===== src/common/mipsPkg.sv =====
package mipsPkg;

  typedef logic [31:0] wordT;   // Data word and byte address
  typedef logic [4:0]  regIdxT; // Register number

  localparam wordT   PcStride  = 32'd4;   // One instruction word
  localparam regIdxT ZeroReg   = 5'd0;    // Hardwired zero, also "no write"
  localparam logic [3:0] ByteEnAll = 4'b1111; // Full word store
  localparam wordT   ResetPc   = 32'h0000_0000;

  // Major opcodes, instr[31:26]
  typedef enum logic [5:0] {
    opSpecial = 6'h00, // R format, see functE
    opBeq     = 6'h04,
    opBne     = 6'h05,
    opAddi    = 6'h08,
    opLw      = 6'h23,
    opSw      = 6'h2b
  } opcodeE;

  // R format function codes, instr[5:0]
  typedef enum logic [5:0] {
    fnSllv = 6'h04,
    fnSrlv = 6'h06,
    fnAdd  = 6'h20
  } functE;

  typedef enum logic [1:0] {
    aluAdd,  // Also address calc for lw/sw
    aluSllv, // op1 << op2[4:0]
    aluSrlv  // op1 >> op2[4:0], logical
  } aluOpE;

  // One decoded instruction, all zero is a null instruction
  typedef struct packed {
    aluOpE  aluOp;
    logic   isLoad;
    logic   isStore;
    logic   isBranch; // beq or bne
    logic   isBne;    // Qualifies isBranch
    logic   useImm;   // Second ALU operand is imm
    regIdxT rs;
    regIdxT rt;
    regIdxT dst;      // ZeroReg when nothing is written
    wordT   imm;      // Sign extended
    wordT   pc4;      // Address of next instruction
    wordT   target;   // Branch target, pc4 + imm*4
  } decodedT;

endpackage


===== src/common/fwdBusIf.sv =====
interface fwdBusIf;

  // Results of the two older stages for forwarding into execute
  // and for the register file write from writeback

  mipsPkg::regIdxT meDst;    // Dest of instruction in memory stage
  mipsPkg::wordT   meResult; // Its ALU result, or address for lw/sw
  mipsPkg::regIdxT wbDst;    // Dest of instruction in writeback
  mipsPkg::wordT   wbData;   // Final value, load data already selected

  modport exSide (
    output meDst, meResult
  );

  modport wbSide (
    output wbDst, wbData
  );

  modport fwdUse (
    input meDst, meResult, wbDst, wbData
  );

  modport regWrite (
    input wbDst, wbData
  );

endinterface


===== src/source/decode/decodeStage.sv =====
module decodeStage (
  input  logic             CLK,
  input  logic             RST_X,
  input  logic             STALL,
  input  mipsPkg::wordT    instr,
  input  mipsPkg::wordT    pc4,
  input  logic             flush,     // Taken branch in execute
  fwdBusIf.regWrite        wr,        // Writeback port of register file
  output logic             interlock,
  output mipsPkg::decodedT decoded,   // ID/EX register
  output mipsPkg::wordT    rsVal,     // Registered operands
  output mipsPkg::wordT    rtVal
);

  mipsPkg::decodedT dec;     // Decode of current instr
  mipsPkg::opcodeE  opcode;
  mipsPkg::functE   funct;
  mipsPkg::wordT    rsRead;  // Register file outputs
  mipsPkg::wordT    rtRead;
  logic             usesRt;  // rt is a source, not a dest

  assign opcode = mipsPkg::opcodeE'(instr[31:26]);
  assign funct  = mipsPkg::functE'(instr[5:0]);

  always_comb begin
    dec        = '0;
    dec.rs     = instr[25:21];
    dec.rt     = instr[20:16];
    dec.imm    = {{16{instr[15]}}, instr[15:0]};
    dec.pc4    = pc4;
    dec.target = pc4 + {dec.imm[29:0], 2'b00};
    usesRt     = 1'b0;
    case (opcode)
      mipsPkg::opSpecial: begin
        usesRt = 1'b1;
        case (funct)
          mipsPkg::fnAdd:  dec.dst = instr[15:11];
          mipsPkg::fnSllv: begin
            dec.dst   = instr[15:11];
            dec.aluOp = mipsPkg::aluSllv;
          end
          mipsPkg::fnSrlv: begin
            dec.dst   = instr[15:11];
            dec.aluOp = mipsPkg::aluSrlv;
          end
          default: ;                      // Unknown, stays null
        endcase
      end
      mipsPkg::opAddi: begin
        dec.useImm = 1'b1;
        dec.dst    = instr[20:16];
      end
      mipsPkg::opLw: begin
        dec.isLoad = 1'b1;
        dec.useImm = 1'b1;                // Address = rs + imm
        dec.dst    = instr[20:16];
      end
      mipsPkg::opSw: begin
        dec.isStore = 1'b1;
        dec.useImm  = 1'b1;
        usesRt      = 1'b1;               // Store data
      end
      mipsPkg::opBeq: begin
        dec.isBranch = 1'b1;
        usesRt       = 1'b1;
      end
      mipsPkg::opBne: begin
        dec.isBranch = 1'b1;
        dec.isBne    = 1'b1;
        usesRt       = 1'b1;
      end
      default: ;
    endcase
  end

  // Load in execute whose data is needed right now
  assign interlock = decoded.isLoad && decoded.dst != mipsPkg::ZeroReg &&
                     (dec.rs == decoded.dst || (usesRt && dec.rt == decoded.dst));

  regFile regs (
    .CLK    (CLK),
    .STALL  (STALL),
    .rsIdx  (dec.rs),
    .rtIdx  (dec.rt),
    .wrIdx  (wr.wbDst),
    .wrData (wr.wbData),
    .rsVal  (rsRead),
    .rtVal  (rtRead)
  );

  always_ff @(posedge CLK) begin
    if (!RST_X) begin
      decoded <= '0;
    end else if (!STALL) begin
      decoded <= (interlock || flush) ? '0 : dec; // Bubble or squash
    end
  end

  always_ff @(posedge CLK) begin
    if (!STALL) begin
      rsVal <= rsRead;
      rtVal <= rtRead;
    end
  end

endmodule


===== src/source/decode/regFile.sv =====
module regFile (
  input  logic            CLK,
  input  logic            STALL,   // No write while frozen
  input  mipsPkg::regIdxT rsIdx,
  input  mipsPkg::regIdxT rtIdx,
  input  mipsPkg::regIdxT wrIdx,
  input  mipsPkg::wordT   wrData,
  output mipsPkg::wordT   rsVal,
  output mipsPkg::wordT   rtVal
);

  mipsPkg::wordT regs [32];  // 32 x 32 storage
  logic          wrEn;

  assign wrEn = !STALL && wrIdx != mipsPkg::ZeroReg;

  always_ff @(posedge CLK) begin
    if (wrEn) begin
      regs[wrIdx] <= wrData;
    end
  end

  // Same-cycle write passes through to the reader
  always_comb begin
    if (rsIdx == mipsPkg::ZeroReg) rsVal = '0;
    else if (wrEn && wrIdx == rsIdx) rsVal = wrData;
    else rsVal = regs[rsIdx];
  end

  always_comb begin
    if (rtIdx == mipsPkg::ZeroReg) rtVal = '0;
    else if (wrEn && wrIdx == rtIdx) rtVal = wrData;
    else rtVal = regs[rtIdx];
  end

endmodule


===== src/source/execStage.sv =====
module execStage (
  input  logic             CLK,
  input  logic             RST_X,
  input  logic             STALL,
  input  mipsPkg::decodedT decoded,     // ID/EX register
  input  mipsPkg::wordT    rsVal,
  input  mipsPkg::wordT    rtVal,
  fwdBusIf.exSide          ex,          // EX/MEM result out
  fwdBusIf.fwdUse          fwd,         // Older results in
  output logic             redirect,
  output mipsPkg::wordT    redirectPc,
  output logic             flush,
  output logic             meIsLoad,
  output logic             meIsStore,
  output mipsPkg::wordT    meStoreData
);

  mipsPkg::wordT   rsFwd;       // Operands after forwarding
  mipsPkg::wordT   rtFwd;
  mipsPkg::wordT   op2;         // rt or imm
  mipsPkg::wordT   aluResult;
  logic            taken;
  mipsPkg::regIdxT meDstQ;      // EX/MEM register
  mipsPkg::wordT   meResultQ;

  // Youngest producer wins, register 0 never forwards
  function automatic mipsPkg::wordT fwdSel(
    input mipsPkg::regIdxT src,
    input mipsPkg::wordT   regVal,
    input mipsPkg::regIdxT meDst,
    input mipsPkg::wordT   meRes,
    input mipsPkg::regIdxT wbDst,
    input mipsPkg::wordT   wbVal
  );
    if (src != mipsPkg::ZeroReg && src == meDst) return meRes;
    if (src != mipsPkg::ZeroReg && src == wbDst) return wbVal;
    return regVal;
  endfunction

  assign rsFwd = fwdSel(decoded.rs, rsVal, fwd.meDst, fwd.meResult, fwd.wbDst, fwd.wbData);
  assign rtFwd = fwdSel(decoded.rt, rtVal, fwd.meDst, fwd.meResult, fwd.wbDst, fwd.wbData);
  assign op2   = decoded.useImm ? decoded.imm : rtFwd;

  always_comb begin
    case (decoded.aluOp)
      mipsPkg::aluSllv: aluResult = rsFwd << op2[4:0];
      mipsPkg::aluSrlv: aluResult = rsFwd >> op2[4:0];
      default:          aluResult = rsFwd + op2;
    endcase
  end

  // beq on equal, bne on different
  assign taken      = decoded.isBranch && (decoded.isBne ? rsFwd != rtFwd : rsFwd == rtFwd);
  assign redirect   = taken;
  assign flush      = taken;   // Squashes decode's instruction
  assign redirectPc = decoded.target;

  always_ff @(posedge CLK) begin
    if (!RST_X) begin
      meDstQ    <= mipsPkg::ZeroReg;
      meIsLoad  <= 1'b0;
      meIsStore <= 1'b0;
    end else if (!STALL) begin
      meDstQ    <= decoded.dst;
      meIsLoad  <= decoded.isLoad;
      meIsStore <= decoded.isStore;
    end
  end

  always_ff @(posedge CLK) begin
    if (!STALL) begin
      meResultQ   <= aluResult;   // Sum, shift or memory address
      meStoreData <= rtFwd;
    end
  end

  assign ex.meDst    = meDstQ;
  assign ex.meResult = meResultQ;

  // Decode must null the ID/EX slot behind a taken branch
  assert property (@(posedge CLK) disable iff (!RST_X) redirect && !STALL |=> !redirect)
    else $error("redirect held past one cycle");

endmodule


===== src/source/fetchStage.sv =====
module fetchStage (
  input  logic          CLK,
  input  logic          RST_X,
  input  logic          STALL,
  input  logic          interlock,  // Decode holds for a load-use bubble
  input  logic          redirect,   // Taken branch, jump to redirectPc
  input  mipsPkg::wordT redirectPc,
  input  mipsPkg::wordT iIn,
  output mipsPkg::wordT iAddr,
  output mipsPkg::wordT instr,      // To decode
  output mipsPkg::wordT pc4
);

  mipsPkg::wordT pc;        // Address presented this cycle
  mipsPkg::wordT pc4Q;      // pc + 4 of the word now in IF/ID
  mipsPkg::wordT heldWord;  // iIn captured on first frozen cycle
  logic          validQ;    // IF/ID word is real, not squashed
  logic          heldQ;     // heldWord replaces iIn
  logic          hold;

  assign hold  = STALL || interlock;
  assign iAddr = pc;
  assign pc4   = pc4Q;

  // Memory keeps reading pc while frozen, so the older word is kept aside
  assign instr = !validQ ? '0 : (heldQ ? heldWord : iIn); // Zero decodes as null

  always_ff @(posedge CLK) begin
    if (!RST_X) begin
      pc     <= mipsPkg::ResetPc;
      validQ <= 1'b0;            // iIn not yet from a real fetch
      heldQ  <= 1'b0;
    end else if (!hold) begin
      pc     <= redirect ? redirectPc : pc + mipsPkg::PcStride;
      validQ <= !redirect;       // Squash the word in flight
      heldQ  <= 1'b0;
    end else if (!heldQ) begin
      heldQ  <= 1'b1;
    end
  end

  always_ff @(posedge CLK) begin
    if (!hold) begin
      pc4Q <= pc + mipsPkg::PcStride;
    end
    if (hold && !heldQ) begin
      heldWord <= iIn;           // Last valid word before freeze
    end
  end

  // Targets come from decode as pc4 + imm*4
  assert property (@(posedge CLK) disable iff (!RST_X) iAddr[1:0] == 2'b00)
    else $error("fetch address not word aligned");

endmodule


===== src/source/memWbStage.sv =====
module memWbStage (
  input  logic          CLK,
  input  logic          RST_X,
  input  logic          STALL,
  input  logic          meIsLoad,
  input  logic          meIsStore,
  input  mipsPkg::wordT meStoreData,
  input  mipsPkg::wordT dIn,
  fwdBusIf.wbSide       wb,         // MEM/WB result out
  fwdBusIf.fwdUse       fwd,        // EX/MEM dst and result in
  output mipsPkg::wordT dAddr,
  output mipsPkg::wordT dOut,
  output logic          dOe,
  output logic [3:0]    dWe
);

  mipsPkg::regIdxT wbDstQ;     // MEM/WB register
  logic            wbLoadQ;
  mipsPkg::wordT   wbResultQ;
  mipsPkg::wordT   dInHeld;    // Load data kept over a freeze
  logic            heldQ;      // Previous cycle was frozen

  assign dAddr = fwd.meResult;
  assign dOut  = meStoreData;
  assign dOe   = meIsLoad;
  assign dWe   = (meIsStore && !STALL) ? mipsPkg::ByteEnAll : 4'b0000; // One write per sw

  always_ff @(posedge CLK) begin
    if (!RST_X) begin
      wbDstQ  <= mipsPkg::ZeroReg;
      wbLoadQ <= 1'b0;
      heldQ   <= 1'b0;
    end else begin
      heldQ <= STALL;
      if (!STALL) begin
        wbDstQ  <= fwd.meDst;
        wbLoadQ <= meIsLoad;
      end
    end
  end

  always_ff @(posedge CLK) begin
    if (!STALL) begin
      wbResultQ <= fwd.meResult;
    end
    if (STALL && !heldQ) begin
      dInHeld <= dIn;          // dIn moves on to the next address
    end
  end

  assign wb.wbDst  = wbDstQ;
  assign wb.wbData = wbLoadQ ? (heldQ ? dInHeld : dIn) : wbResultQ;

  // Decode never marks one instruction as both load and store
  assert property (@(posedge CLK) disable iff (!RST_X) !(dOe && dWe != 4'b0000))
    else $error("data port read and write at once");

endmodule


===== src/source/mipsCore.sv =====
module mipsCore (
  input  logic          CLK,
  input  logic          RST_X,
  input  logic          STALL,   // Freezes every stage
  output mipsPkg::wordT iAddr,
  input  mipsPkg::wordT iIn,     // One cycle after iAddr
  output mipsPkg::wordT dAddr,
  input  mipsPkg::wordT dIn,     // One cycle after dAddr with dOe
  output mipsPkg::wordT dOut,
  output logic          dOe,
  output logic [3:0]    dWe
);

  mipsPkg::wordT    instr;       // IF/ID word
  mipsPkg::wordT    pc4;         // IF/ID pc + 4
  logic             interlock;   // Load-use bubble request
  logic             redirect;    // Taken branch in execute
  mipsPkg::wordT    redirectPc;
  logic             flush;       // Same as redirect
  mipsPkg::decodedT decoded;     // ID/EX register
  mipsPkg::wordT    rsVal;
  mipsPkg::wordT    rtVal;
  logic             meIsLoad;
  logic             meIsStore;
  mipsPkg::wordT    meStoreData;

  fwdBusIf fwd ();

  fetchStage fetch (
    .CLK        (CLK),
    .RST_X      (RST_X),
    .STALL      (STALL),
    .interlock  (interlock),
    .redirect   (redirect),
    .redirectPc (redirectPc),
    .iIn        (iIn),
    .iAddr      (iAddr),
    .instr      (instr),
    .pc4        (pc4)
  );

  decodeStage decode (
    .CLK       (CLK),
    .RST_X     (RST_X),
    .STALL     (STALL),
    .instr     (instr),
    .pc4       (pc4),
    .flush     (flush),
    .wr        (fwd.regWrite),
    .interlock (interlock),
    .decoded   (decoded),
    .rsVal     (rsVal),
    .rtVal     (rtVal)
  );

  execStage exec (
    .CLK         (CLK),
    .RST_X       (RST_X),
    .STALL       (STALL),
    .decoded     (decoded),
    .rsVal       (rsVal),
    .rtVal       (rtVal),
    .ex          (fwd.exSide),
    .fwd         (fwd.fwdUse),
    .redirect    (redirect),
    .redirectPc  (redirectPc),
    .flush       (flush),
    .meIsLoad    (meIsLoad),
    .meIsStore   (meIsStore),
    .meStoreData (meStoreData)
  );

  memWbStage memWb (
    .CLK         (CLK),
    .RST_X       (RST_X),
    .STALL       (STALL),
    .meIsLoad    (meIsLoad),
    .meIsStore   (meIsStore),
    .meStoreData (meStoreData),
    .dIn         (dIn),
    .wb          (fwd.wbSide),
    .fwd         (fwd.fwdUse),
    .dAddr       (dAddr),
    .dOut        (dOut),
    .dOe         (dOe),
    .dWe         (dWe)
  );

endmodule


===== config.mk =====
export PLATFORM = sky130hd
export DESIGN_NAME = mipsCore
export DESIGN_NICKNAME = d
export VERILOG_FILES = /design/src/common/mipsPkg.sv /design/src/common/fwdBusIf.sv /design/src/source/decode/decodeStage.sv /design/src/source/decode/regFile.sv /design/src/source/execStage.sv /design/src/source/fetchStage.sv /design/src/source/memWbStage.sv /design/src/source/mipsCore.sv
export SDC_FILE = /design/constraint.sdc
export NUM_CORES = 2
export LEC_CHECK = 0
export ABC_AREA = 1
export BUFFER_PORTS_ARGS = -buffer_cell sky130_fd_sc_hd__buf_2
export CAP_MARGIN = 10
export CORE_ASPECT_RATIO = 1.2
export CORE_MARGIN = 4
export CORE_UTILIZATION = 49
export DETAILED_ROUTE_END_ITERATION = 12
export PLACE_DENSITY = 0.67
export SYNTH_ARGS = -nofsm -noshare
export SYNTH_HDL_FRONTEND = slang
export SYNTH_SLANG_ARGS = --single-unit

===== constraint.sdc =====
create_clock -name CLK -period 31.4 [get_ports CLK]
set_input_delay 6.28 -clock CLK [delete_from_list [all_inputs] [get_ports CLK]]
set_output_delay 6.28 -clock CLK [all_outputs]
set_load 0.01 [all_outputs]

After elaboration in Yosys (flattened, before gate mapping)
Memories as Yosys holds them, arrays and structs flattened. A register that Yosys moved wholly into a read port is not among the register bits.
Index checks and enable logic that the tools add are counted.
- input port bits: 67
- word-level logic and storage cells: 120
- RAM bits: 1024
- memories kept: 1
- bits in registers: 326
- memories (name ; words ; bits a word ; read ports ; clocked after memory_dff ; wr ports ; line ; RTL):
    decode.regs.regs ; 32 ; 32 ; 2 ; 2 ; 1 ; regFile.sv:12 ; mipsPkg::wordT regs [32];
- reductions and logical operators: 33
- equal/unequal tests: 18
- muxes and demuxes: 37
- add/subtract/negate cells: 3
- shift operators: 2
- operators with widths (kind ; number):
    2-to-1 mux 32 bit ; 14
    2-to-1 mux 118 bit ; 1
    adder 32 bit ; 2
    one-hot mux 32 bit (2 select lines) ; 1
    adder 32 x 3 -> 32 bit, second input constant ; 1
    equality test 32 bit ; 1
    inequality test 32 bit ; 1
    left shift 32 x 5 -> 32 bit ; 1
    >> shifter 32 x 5 -> 32 bit ; 1
    equality test 5 bit ; 6
    equality test 6 x 3 -> 1 bit, second input constant ; 4
    nonzero test 5 bit ; 4
    equality test 6 bit, second input constant ; 3
    2-to-1 mux 1 bit ; 16
    logical AND 1 bit ; 12
    zero test 5 bit ; 2
    one-hot mux 5 bit (2 select lines) ; 1
    equality test 6 x 4 -> 1 bit, second input constant ; 1
    zero test 1 bit ; 6
    zero test 6 bit ; 1
    OR reduction 3 bit ; 2
    2-to-1 mux 5 bit ; 1
    2-to-1 mux 4 bit ; 1
    one-hot mux 2 bit (2 select lines) ; 1
    other kinds (6) ; 9

Logic depth before layout (Yosys ltp)
- depth after elaboration: 11
- gate-level depth with buffers: 34

Hierarchy
From an unflattened synthesis, not the netlist that was laid out.
- cells, all modules: 9990
- area total of the unflattened synthesis: 80858.8 um^2
- by module, submodules not included (module ; area an instance (um^2) ; cells an instance ; times used ; sequential area each (um^2)):
    regFile ; 53716.5 ; 6187 ; 1 ; 30749.5
    execStage ; 10800.4 ; 1837 ; 1 ; 2062.0
    decodeStage ; 7965.1 ; 1023 ; 1 ; 3923.8
    fetchStage ; 4700.8 ; 539 ; 1 ; 2602.5
    memWbStage ; 3676.0 ; 404 ; 1 ; 2062.0

Worst setup path before layout
OpenSTA, ideal clock, no wires.
- path type: input to register
- from: input STALL
- to: memory decode.regs.regs[31][0] in the netlist's numbering (enable)
- required time: 30979 ps
- setup slack: 16862 ps
- stages on the path: 5
- arrival: 14117 ps
- path buffers: 2
- cell sequence: clkbuf_1 inv_1 buf_1 nand3_1 nor2_1
- word-level cells in the longest chain between the ends: 4
- ends and longest elaborated chain (element ; line ; RTL):
    from (decl) ; mipsCore.sv:4 ; input logic STALL,
    zero test 1 bit ; -- ;
    logical AND 1 bit ; regFile.sv:15 ; assign wrEn = !STALL && wrIdx != mipsPkg::ZeroReg;
    2-to-1 mux 1 bit ; regFile.sv:18 ; if (wrEn) begin
    2-to-1 mux 1 bit (not written as such) ; regFile.sv:19 ; regs[wrIdx] <= wrData;
    to (decl) ; regFile.sv:12 ;
Every way passes these cells.

Worst setup path in the final report
- from: input STALL
- to: output dWe[2]
- word-level cells in the longest chain between the ends: 3
- ends and longest elaborated chain (element ; line ; RTL):
    zero test 1 bit ; -- ;
    logical AND 1 bit ; memWbStage.sv:26 ; assign dWe = (meIsStore && !STALL) ? mipsPkg::ByteEnAll : 4'b0000;
    2-to-1 mux 4 bit ; memWbStage.sv:26 ;
    to (decl) ; mipsCore.sv:11 ; output logic [3:0] dWe
Every way passes these cells.

==> impl_metrics.ini <==
[clocking]
cts_setup_buffers = 0
cts-hold-fix-buffers = 0
htreeDepth = 4
clockRootBuffer = clkbuf_16
clk_pin_slew_ps = 60
cts_resized = 0
cts_tree = yes
cts.sinks = 1398
clockBufferDepth = 3
clk_latency_ps = 820
cts_inserted_buffers = 140

[grt]
grt_max_degree = 227
grt_pass1_wl_mm = 389
grt_overflow = 0
grt_usage_pct = 32.7
antenna_found_initial = 11
grt_pass1_vias = 61200

[floorplanning]
core_area_um2 = 151000
die-area_um2 = 159000
io_pins = 168
die_h_um = 436
die_w_um = 364
initial_core_util_pct = 49.5
rows = 156

[logic_synthesis]
synthArstFlopShare_pct = 0
synth-seq-cells = 1398
synth_top_area_cell = edfxtp_1
yosysSeqAreaShare_pct = 54.6
synthCells = 8642
synth_most_common_cell = nand2_1
synth_commonest_cells = 1530 x nand2_1, 1527 x o21ai_0, 1280 x edfxtp_1
ys.flop_type = edfxtp_1
yosys-top-cells-area = edfxtp_1 51%, o21ai_0 10%, nand2_1 7.7%
syn_area_per_cell_um2 = 8.65
synth_edf_count = 1280
yosys.area.top_type_share_pct = 51.4
synth.yosys.warnings = 0
yosys.cell_types.count = 60
syn_area_um2 = 74700

[final_layout]
post-route-util_pct = 54.1
regArea_um2 = 40800
drive_gt1_share_pct = 7.51
multi_input_area_um2 = 29200
area_growth_pct = 9.40
filler_cell_count = 13500
nets = 8643

[detailed_routing]
wire_per_inst_um = 25.4
drt_iter0_markers = 8378
drcViolationCount = 0
antenna_left = 0
vias_per_cell = 6.24
num_vias = 66200
dr.pass1.iters = 6
finalWirelength_mm = 269

[power_and_ir_drop]
worst_ir_drop_vdd_mv = 0.0463
p_leak_nw = 31.3
p_total_w = 0.00550
power_density_nw_per_um2 = 67.3

[run]
timing.max_cap.violations = 0

[sta]
worst_slew_pin_slew_ps = 1240
tns_ps = 0
period_share_pct = 42.2
maxSlewHeadroom_pct = 16.9
hold_violations = 0
setup_viol = 0
max_freq_mhz = 75.5
post-route-min-period_ps = 13240
slew_viol_final = 0
fin_skew_ps = 35.2
rsz0062_at_grt = false

[min_path]
hp-class = reg2reg
hold_path_startpoint = fetch.pc4[0]$_DFFE_PN_

[status]
status = complete, no violations

[placement]
portBuffers = 167
hpwlAfterDp_mm = 162
globalplace.congestion = 0.986

[worst_setup_path]
end_kind = output pin
setup.worst_path.start = STALL
start_kind = input pin
worstPathRequired_ps = 25120
crit_slowest_cell = nor2_1
path_class = in2out
crit_chain = buf_2 -> nor2_1 -> buf_2
crit_top_cell = buf_2
worstPathArrival_ps = 6960
r2r-start = memWb.heldQ$_SDFF_PN0_
max_stage_delay_ps = 290
crit_fanout = 9
## power breakdown
group          leakage (nW)  internal, W  switching, W
sequential             12.7      0.00225     0.0000955
combinational          16.3     0.000389       0.00107
clock                  2.23     0.000958      0.000745
## per-layer routing
metal	track usage, %	part of all wire (%)	wire length [um]	vias to the layer above
li1	-	-	-	29900
met1	40.9	36	97500	31300
met2	51.6	45	122000	4055
met3	7.27	11	30700	953
met4	20.3	7.1	19200	10
met5	0	0.025	68	-
## flip-flops by register name, summed over array words and instances, names as in the netlist, 32 cells and up
name	cells
fetch.heldWord	32
memWb.dInHeld	32
fetch.iAddr	32
decode.regs.regs	1024
memWb.wbResultQ	32
fetch.pc4	32
decode.decoded	70
exec.meStoreData	32
decode.rsVal	32
decode.rtVal	32
exec.ex.meResult	32
## final timing paths
kind / end / slack, ps / cells past startpoint
setup / recovery: dWe[2] / 18160 / 3
setup reg to reg: exec.ex.meResult[24]$_DFFE_PN_ / 24420 / 27
hold reg to reg: decode.decoded[0]$_SDFFE_PN0N_ / 450 / 2
hold / removal: decode.decoded[0]$_SDFFE_PN0N_ / 450 / 2
## worst max-delay path, delay by kind of cell
kind                   cells  cell delay, ps
and+or+nand+nor            1             290
buffers and inverters      2             390
## cell usage in the layout, fill, tap and decap left out, types with 15 or more instances in the layout
| cell | count |
|---|---|
| a21oi_1 | 904 |
| a221oi_1 | 15 |
| a31oi_1 | 35 |
| buf_2 | 167 |
| buf_4 | 133 |
| clkbuf_1 | 27 |
| clkbuf_16 | 144 |
| clkinv_1 | 26 |
| clkinv_2 | 26 |
| conb_1 | 32 |
| dfxtp_1 | 117 |
| edfxtp_1 | 1280 |
| ha_1 | 64 |
| inv_1 | 702 |
| inv_2 | 20 |
| nand2_1 | 1528 |
| nand3_1 | 787 |
| nand4_1 | 46 |
| nor2_1 | 518 |
| nor2_4 | 39 |
| nor3_1 | 25 |
| o211ai_1 | 42 |
| o21ai_0 | 1523 |
| o21ai_1 | 41 |
| o22ai_1 | 80 |
| o32ai_1 | 21 |
| or2_2 | 28 |
| xnor2_1 | 33 |
| xor2_1 | 55 |
## cell type report
cell class                 count  area share [%]
inverter                     733            3.41
multi-input combinational   5931            35.7
timing repair buffer         306            2.39
antenna                        6          0.0184
clock buffer                 173            4.57
sequential                  1398            49.9
clock inverter                77           0.996
tap                         1975            3.02
## stage by stage
step	cell area (um2)	instances	hold WS, ps	setup slack [ps]
floorplan	74800	8673	412	16860
global placement	77200	10300	416	18150
detailed placement	77200	10300	435	18140
CTS	81700	10600	450	18130
global route	81700	10600	472	18080
finish	81700	10600	450	18160
## logic make-up after synthesis
family	after synthesis	share of synthesized area, %
compound gates	2728	19.1
simple gates	3008	17.0
other cells	1	0.00502
flops	1398	54.6
fa+ha+maj	66	1.13
mux	9	0.121
xor+xnor	88	1.03
buf+inv	1344	7.07
Note: power is estimated with default switching activity, not from simulation.
